## src/rtl/ice_defs.svh

```systemverilog
`ifndef ICE_DEFS_SVH
`define ICE_DEFS_SVH

// Peer devices on the master bus, excluding the NAK generator
`define ICE_NUM_DEV 2

// Payload length field and byte counter width
`define ICE_LEN_W 16

// First byte of every NAK sent back to the host
`define ICE_NAK_CODE 8'h15

`endif

```

## src/rtl/ice_dev_pkg.sv

```systemverilog
`default_nettype none

package ice_dev_pkg;

	// Four-phase request from the parser to the NAK generator
	// evt_id is held stable for as long as req is high
	typedef struct packed {
		logic       req;
		logic [7:0] evt_id;
	} nak_req_t;

	// One bidder on the shared transmit channel
	typedef struct packed {
		// Byte presented while granted
		logic [7:0] data;
		// Arbiter request, held until the last byte is latched
		logic       req;
	} tx_src_t;

endpackage

`default_nettype wire

```

## src/rtl/ice_frame_pkg.sv

```systemverilog
`default_nettype none

package ice_frame_pkg;

	// Receive parser states
	// DISCARD drops the rest of a frame after a device overflow
	typedef enum logic [2:0] {
		RX_IDLE,
		RX_ID,
		RX_LEN,
		RX_PYLD,
		RX_DISCARD
	} rx_state_t;

	// Master bus seen by every peer device
	typedef struct packed {
		// Payload byte, only meaningful with data_valid
		logic [7:0] data;
		// Target address of the current frame
		logic [7:0] addr;
		logic       data_valid;
		// High from the event ID through the last payload byte
		logic       frame_valid;
	} ma_bus_t;

endpackage

`default_nettype wire

```

## src/rtl/ice_bus_controller.sv

```systemverilog
`timescale 1ns/1ns
`default_nettype none

`include "ice_defs.svh"

module ice_bus_controller
	import ice_frame_pkg::*;
	import ice_dev_pkg::*;
#(
	parameter int NUM_DEV = `ICE_NUM_DEV
) (
	input  wire logic                    clk,
	input  wire logic                    byte_counter_reset,
	input  wire logic [7:0]              rx_char,
	input  wire logic                    rx_char_valid,
	output logic      [7:0]              tx_char,
	output logic                         tx_char_valid,
	input  wire logic                    tx_char_ready,
	output ma_bus_t                      ma,
	input  wire logic [NUM_DEV-1:0][7:0] sl_data,
	input  wire logic [NUM_DEV-1:0]      sl_arb_request,
	input  wire logic                    sl_overflow,
	output logic      [NUM_DEV-1:0]      sl_arb_grant,
	output logic      [NUM_DEV-1:0]      sl_data_latch
);

	// Slot 0 is the NAK generator, devices follow
	localparam int NUM_SRC = NUM_DEV + 1;

	nak_req_t                   nak;
	logic                       nak_ack;
	tx_src_t                    nak_src;
	tx_src_t      [NUM_SRC-1:0] srcs;
	logic         [NUM_SRC-1:0] src_req;
	logic         [NUM_SRC-1:0] grants;
	logic         [NUM_SRC-1:0] latches;
	logic                       granted;

	ice_rx_parser u_rx_parser (
		.clk               (clk),
		.byte_counter_reset(byte_counter_reset),
		.rx_char           (rx_char),
		.rx_char_valid     (rx_char_valid),
		.sl_overflow       (sl_overflow),
		.nak_ack           (nak_ack),
		.ma                (ma),
		.nak               (nak)
	);

	ice_nak_gen u_nak_gen (
		.clk               (clk),
		.byte_counter_reset(byte_counter_reset),
		.nak               (nak),
		.latch             (latches[0]),
		.nak_ack           (nak_ack),
		.src               (nak_src)
	);

	always_comb begin
		srcs[0] = nak_src;
		for (int d = 0; d < NUM_DEV; d++) begin
			srcs[d+1].data = sl_data[d];
			srcs[d+1].req = sl_arb_request[d];
		end
		for (int s = 0; s < NUM_SRC; s++) begin
			src_req[s] = srcs[s].req;
		end
	end

	priority_select #(.NUM_REQ(NUM_SRC)) u_arb (
		.clk               (clk),
		.byte_counter_reset(byte_counter_reset),
		.requests          (src_req),
		.grants            (grants),
		.granted           (granted)
	);

	ice_tx_mux #(.NUM_SRC(NUM_SRC)) u_tx_mux (
		.srcs         (srcs),
		.grants       (grants),
		.granted      (granted),
		.tx_char_ready(tx_char_ready),
		.tx_char      (tx_char),
		.tx_char_valid(tx_char_valid),
		.latches      (latches)
	);

	assign sl_arb_grant = grants[NUM_SRC-1:1];
	assign sl_data_latch = latches[NUM_SRC-1:1];

endmodule

`default_nettype wire

```

## src/rtl/ice_nak_gen.sv

```systemverilog
`timescale 1ns/1ns
`default_nettype none

`include "ice_defs.svh"

module ice_nak_gen import ice_dev_pkg::*; (
	input  wire logic     clk,
	input  wire logic     byte_counter_reset,
	input  wire nak_req_t nak,
	input  wire logic     latch,
	output logic          nak_ack,
	output tx_src_t       src
);

	logic       busy;
	logic       sel_id;
	logic [7:0] evt_q;

	always_ff @(posedge clk) begin
		if (byte_counter_reset) begin
			busy <= 1'b0;
			sel_id <= 1'b0;
			nak_ack <= 1'b0;
		end else if (busy) begin
			// Code byte first, then the event ID
			if (latch && !sel_id) begin
				sel_id <= 1'b1;
			end else if (latch) begin
				busy <= 1'b0;
				sel_id <= 1'b0;
				nak_ack <= 1'b1;
			end
		end else if (nak_ack) begin
			if (!nak.req)
				nak_ack <= 1'b0;
		end else if (nak.req) begin
			busy <= 1'b1;
		end
	end

	always_ff @(posedge clk) begin
		if (!busy && !nak_ack && nak.req)
			evt_q <= nak.evt_id;
	end

	assign src.req = busy;
	assign src.data = sel_id ? evt_q : `ICE_NAK_CODE;

	// Holds across back-pressure and lost arbitration
	a_src_stable: assert property (
		@(posedge clk) disable iff (byte_counter_reset)
		src.req && !latch |=> src.req && $stable(src.data)
	);

endmodule

`default_nettype wire

```

## src/rtl/ice_rx_parser.sv

```systemverilog
`timescale 1ns/1ns
`default_nettype none

`include "ice_defs.svh"

module ice_rx_parser
	import ice_frame_pkg::*;
	import ice_dev_pkg::*;
(
	input  wire logic       clk,
	input  wire logic       byte_counter_reset,
	input  wire logic [7:0] rx_char,
	input  wire logic       rx_char_valid,
	input  wire logic       sl_overflow,
	input  wire logic       nak_ack,
	output ma_bus_t         ma,
	output nak_req_t        nak
);

	rx_state_t state;
	rx_state_t state_nxt;

	logic [`ICE_LEN_W-1:0] byte_cnt;
	logic [`ICE_LEN_W-1:0] pyld_len;
	logic [`ICE_LEN_W-1:0] len_next;
	logic [7:0]            addr_q;
	logic [7:0]            evt_q;
	logic                  nak_req_q;
	logic                  cnt_done;
	logic                  last_byte;

	// Length arrives big-endian, so shift in from the bottom
	assign len_next = {pyld_len[`ICE_LEN_W-9:0], rx_char};
	assign cnt_done = (byte_cnt == pyld_len);
	assign last_byte = (byte_cnt == pyld_len - 1'b1);

	always_comb begin
		state_nxt = state;
		case (state)
			RX_IDLE: begin
				if (rx_char_valid)
					state_nxt = RX_ID;
			end
			RX_ID: begin
				if (rx_char_valid)
					state_nxt = RX_LEN;
			end
			RX_LEN: begin
				// byte_cnt[0] marks the second length byte
				if (rx_char_valid && byte_cnt[0])
					state_nxt = (len_next == '0) ? RX_IDLE : RX_PYLD;
			end
			RX_PYLD: begin
				// Overflow wins over the end of the frame, a NAK is still owed
				if (sl_overflow)
					state_nxt = RX_DISCARD;
				else if (rx_char_valid && last_byte)
					state_nxt = RX_IDLE;
			end
			RX_DISCARD: begin
				if (cnt_done && !nak_req_q && !nak_ack)
					state_nxt = RX_IDLE;
			end
			default: state_nxt = RX_IDLE;
		endcase
	end

	always_ff @(posedge clk) begin
		if (byte_counter_reset) begin
			state <= RX_IDLE;
			byte_cnt <= '0;
			nak_req_q <= 1'b0;
		end else begin
			state <= state_nxt;

			case (state)
				RX_LEN: begin
					if (rx_char_valid)
						byte_cnt <= byte_cnt[0] ? '0 : byte_cnt + 1'b1;
				end
				RX_PYLD, RX_DISCARD: begin
					// Discarded bytes still count toward the frame length
					if (rx_char_valid && !cnt_done)
						byte_cnt <= byte_cnt + 1'b1;
				end
				default: byte_cnt <= '0;
			endcase

			if (state == RX_PYLD && state_nxt == RX_DISCARD)
				nak_req_q <= 1'b1;
			else if (nak_ack)
				nak_req_q <= 1'b0;
		end
	end

	always_ff @(posedge clk) begin
		if (state == RX_IDLE && rx_char_valid)
			addr_q <= rx_char;
		if (state == RX_ID && rx_char_valid)
			evt_q <= rx_char;
		if (state == RX_LEN && rx_char_valid)
			pyld_len <= len_next;
	end

	assign ma.addr = addr_q;
	assign ma.data = (state == RX_PYLD) ? rx_char : 8'h00;
	assign ma.data_valid = (state == RX_PYLD) && rx_char_valid;
	assign ma.frame_valid = (state == RX_ID && rx_char_valid) ||
		(state == RX_LEN) || (state == RX_PYLD);

	assign nak.req = nak_req_q;
	assign nak.evt_id = evt_q;

	a_req_until_ack: assert property (
		@(posedge clk) disable iff (byte_counter_reset)
		$fell(nak.req) |-> nak_ack
	);

endmodule

`default_nettype wire

```

## src/rtl/ice_tx_mux.sv

```systemverilog
`timescale 1ns/1ns
`default_nettype none

module ice_tx_mux import ice_dev_pkg::*; #(
	parameter int NUM_SRC = 3
) (
	input  wire tx_src_t [NUM_SRC-1:0] srcs,
	input  wire logic    [NUM_SRC-1:0] grants,
	input  wire logic                  granted,
	input  wire logic                  tx_char_ready,
	output logic         [7:0]         tx_char,
	output logic                       tx_char_valid,
	output logic         [NUM_SRC-1:0] latches
);

	// AND-OR select, grants are one-hot or zero
	always_comb begin
		tx_char = 8'h00;
		for (int i = 0; i < NUM_SRC; i++) begin
			tx_char = tx_char | (srcs[i].data & {8{grants[i]}});
		end
	end

	// Transfer happens whenever a grant meets ready
	assign tx_char_valid = tx_char_ready & granted;

	// Owner advances on the same edge as its transfer
	assign latches = grants & {NUM_SRC{tx_char_valid}};

endmodule

`default_nettype wire

```

## src/rtl/priority_select.sv

```systemverilog
`timescale 1ns/1ns
`default_nettype none

module priority_select #(
	parameter int NUM_REQ = 3
) (
	input  wire logic               clk,
	input  wire logic               byte_counter_reset,
	input  wire logic [NUM_REQ-1:0] requests,
	output logic      [NUM_REQ-1:0] grants,
	output logic                    granted
);

	logic [NUM_REQ-1:0] held;
	logic [NUM_REQ-1:0] pick;
	logic               hold_live;

	// Lowest index wins
	always_comb begin
		pick = '0;
		for (int i = NUM_REQ - 1; i >= 0; i--) begin
			if (requests[i]) begin
				pick = '0;
				pick[i] = 1'b1;
			end
		end
	end

	// Previous grant stays as long as its owner keeps requesting
	assign hold_live = |(held & requests);

	// A freed channel goes to the next bidder in the same cycle
	assign grants = hold_live ? held : pick;
	assign granted = |grants;

	always_ff @(posedge clk) begin
		if (byte_counter_reset) begin
			held <= '0;
		end else begin
			held <= grants;
		end
	end

	a_grant_onehot: assert property (
		@(posedge clk) disable iff (byte_counter_reset)
		$onehot0(grants)
	);

	// No pre-emption, even by a higher priority bidder
	for (genvar g = 0; g < NUM_REQ; g++) begin : g_hold_chk
		a_grant_held: assert property (
			@(posedge clk) disable iff (byte_counter_reset)
			grants[g] && requests[g] |=> grants[g] || !requests[g]
		);
	end

endmodule

`default_nettype wire
```

## config.mk

```make
export PLATFORM = sky130hd
export DESIGN_NAME = ice_bus_controller
export DESIGN_NICKNAME = d
export VERILOG_FILES = /design/src/rtl/ice_dev_pkg.sv /design/src/rtl/ice_frame_pkg.sv /design/src/rtl/ice_bus_controller.sv /design/src/rtl/ice_nak_gen.sv /design/src/rtl/ice_rx_parser.sv /design/src/rtl/ice_tx_mux.sv /design/src/rtl/priority_select.sv
export VERILOG_INCLUDE_DIRS = /design/src /design/src/rtl
export SDC_FILE = /design/constraint.sdc
export NUM_CORES = 1
export LEC_CHECK = 0
export BUFFER_PORTS_ARGS = -buffer_cell sky130_fd_sc_hd__buf_2
export CORE_MARGIN = 5
export CORE_UTILIZATION = 45
export DETAILED_ROUTE_END_ITERATION = 8
export PLACE_DENSITY = 0.66
export SLEW_MARGIN = 20
export SYNTH_ARGS = -nofsm -noshare
export SYNTH_HDL_FRONTEND = slang
export SYNTH_SLANG_ARGS = --single-unit
```

## constraint.sdc

```tcl
create_clock -name clk -period 7.9 [get_ports clk]
set_input_delay 1.58 -clock clk [delete_from_list [all_inputs] [get_ports clk]]
set_output_delay 1.58 -clock clk [all_outputs]
set_load 0.05 [all_outputs]
```

==> impl_metrics.yaml <==
sta:
  tightestPinTransition_ns: 1.09
  drv_slew: 0
  setup_viol: 0
  final_hold_viol_count: 0
  rsz0062_at_grt: "no"
  fin_tns_setup_ns: 0
  fin_ws_ns: 2.87
  fmax_ghz: 0.199
  slew_headroom_pct: 27.2
  whs_ns: 0.424
  post-route-min-period_ns: 5.03
  clock_skew_ns: 0.00826
  post-route-period-util_pct: 63.7
synthesis:
  ys.flop_type: "edfxtp_1"
  netlist_instances: 357
  syn_area_mm2: 0.00350
  yosysWarnings: 0
  synthTopCellsByArea: "edfxtp_1 (34%), dfxtp_1 (15%), xor2_1 (4.8%), nor2_1 (3.1%), xnor2_1 (3.0%)"
  synth_top_area_share_pct: 34.3
  yosysTopAreaCell: "edfxtp_1"
  synthArstFlopShare_pct: 0
  synth-edff-count: 40
  synth.avg_cell_area_um2: 9.81
  yosysSeqAreaShare_pct: 49.2
  synth.most_common_cell: "edfxtp_1"
  synth_nets: 391
  synth-seq-cells: 66
  ys_top_cells_by_count: "edfxtp_1 (40), nor2_1 (29), dfxtp_1 (26), nand2_1 (22)"
  synth.distinct_cells: 55
final_layout:
  nets: 444
  areaGrowthSynthToFinish_pct: 16.4
  fillers: 673
  fin_cells: 517
  drive_gt1_share_pct: 21.9
  antenna_cells: 0
clock_tree:
  post_cts_buffers: 0
  cts_tree: "done"
  root_buffer: "clkbuf_8"
  clock-sinks: 66
  cts_max_level: 3
  clk_pin_slew_ns: 0.08
  cts_resized: 0
  cts_buffers: 9
  clk_path_buf_depth: 2
  cts_hold_buf: 0
  insertion_delay_ns: 0.35
drt:
  wl_mm: 8.64
  dr.pass1.iters: 6
  vias: 2971
  ant_nets: 0
  drc: 0
  drt_iter0_markers: 261
  avgViaCountPerCell: 5.75
  wl_per_cell_um: 16.7
floorplanning:
  top_level_ports: 62
  fp.dieW_um: 98.2
  core_area_mm2: 0.00765
  die_y_um: 98.2
  start_util_pct: 45.8
  die_area_mm2: 0.00965
  rows: 32
pwr:
  irDropWorstVdd_v: 0.000151
  power.leakage_nw: 1.61
  total_power_mw: 0.805
  cellPowerDensity_mw_per_mm2: 198
grt:
  grt_max_degree: 29
  antenna_found_initial: 0
  overflow: 0
  track_usage_pct: 18.0
  grt_pass1_wl_mm: 13.9
  grt_pass1_vias: 2764
flow_run:
  max_cap_violations: 0
placed_design:
  dp_slack_ns: 2.78
  gp_congestion: 0.948
  hpwlAfterDp_mm: 6.28
  io_buffers: 61
  dp_cells: 501
hold_path:
  hold_path_class: "register to register"
setup_path:
  critPathLaunchType: "primary input"
  cp.required_ns: 6.32
  critical_path.max_stage_delay_ns: 0.56
  crit_buf_inv: 3
  cpMaxStageDelayCell: "a222oi_1"
  worstPathCellList: "buf_2, a222oi_1, mux2_2, and2_1, a222oi_1, inv_1, buf_2"
  endpoint_kind: "output port"
  critPathArrivalTime_ns: 3.45
  critPathTopFamily: "compound AO/OA/AOI/OAI gates"
  path_max_fanout: 5
  crit_type: "primary input to output port"
status:
  outcome: "completed"
## path summary, 6_finish.rpt
check                     startpoint              endpoint  slack (ns)  cells past startpoint
max                sl_arb_request[0]            tx_char[6]        2.87                      7
min             u_rx_parser.evt_q[2]    u_nak_gen.evt_q[2]        0.42                      0
max reg2reg  u_rx_parser.pyld_len[0]  u_rx_parser.state[0]        4.84                      7
min reg2reg     u_rx_parser.evt_q[2]    u_nak_gen.evt_q[2]        0.42                      0
## power by group
group | total [mW] | internal [mW] | switching, mW
clock network | 0.298 | 0.151 | 0.147
registers | 0.389 | 0.378 | 0.0108
logic | 0.118 | 0.0314 | 0.0865
## registers in the layout (all words and copies together), names as in the netlist, 3 cells and up
| name | cells |
|---|---|
| u_rx_parser.addr_q | 8 |
| u_rx_parser.state | 3 |
| u_rx_parser.pyld_len | 16 |
| u_nak_gen.evt_q | 8 |
| u_rx_parser.byte_cnt | 16 |
| u_arb.held | 3 |
| u_rx_parser.evt_q | 8 |
## layer usage
metal  GRT usage (%)  vias up  part of all wire, %
met3            6.07       10                  7.2
met4            4.73        0                  1.0
met2            26.9      108                   46
met1            25.0     1418                   46
li1                -     1435                    -
met5               0        -                    0
## kinds of logic (layout without fill, tap and decap cells)
kind of cell | after synthesis | after routing | synth area share [%]
AOI/OAI and AO/OA | 76 | 76 | 15.2
xor gates and xnor gates | 31 | 31 | 7.75
muxes | 3 | 3 | 0.893
buffers and inverters | 35 | 93 | 4.00
DFF | 66 | 66 | 49.2
adders and majority gates | 3 | 3 | 1.07
and+or+nand+nor | 143 | 143 | 21.9
## stage by stage
stage | util (%) | cell area [µm²]
after floorplan | - | 3500
after global placement | 50.5 | 3860
after detailed placement | 50.5 | 3860
after CTS | 53.2 | 4070
after global routing | 53.3 | 4080
final | 53.3 | 4080
## cells in the final DEF (no fill, tap or decap), types with 3 or more instances in the layout
cell type / count
a21o_1: 3
a21oi_1: 18
a222oi_1: 6
a22oi_1: 3
a31o_2: 3
a31oi_1: 4
and2_1: 4
and3_1: 13
buf_2: 61
clkbuf_8: 9
dfxtp_1: 26
edfxtp_1: 40
ha_1: 3
inv_1: 14
nand2_1: 22
nand2b_1: 9
nand3_1: 14
nor2_1: 29
nor2b_1: 5
nor3_1: 18
nor3b_1: 3
nor4_1: 7
o211ai_1: 4
o21ai_0: 11
o31ai_1: 6
xnor2_1: 12
xor2_1: 19
## area by class of cell
type                    instances  area, µm²  share of cell area, %
clock buffers                   9        124                   3.04
clock inverters                 7       83.8                   2.06
inverters                      14       52.6                   1.29
multi-input cells             256       1650                   40.4
flip-flops and latches         66       1720                   42.2
well taps                     102        128                   3.13
repair buffers                 63        320                   7.86
Power figures use the tool's default switching activity.
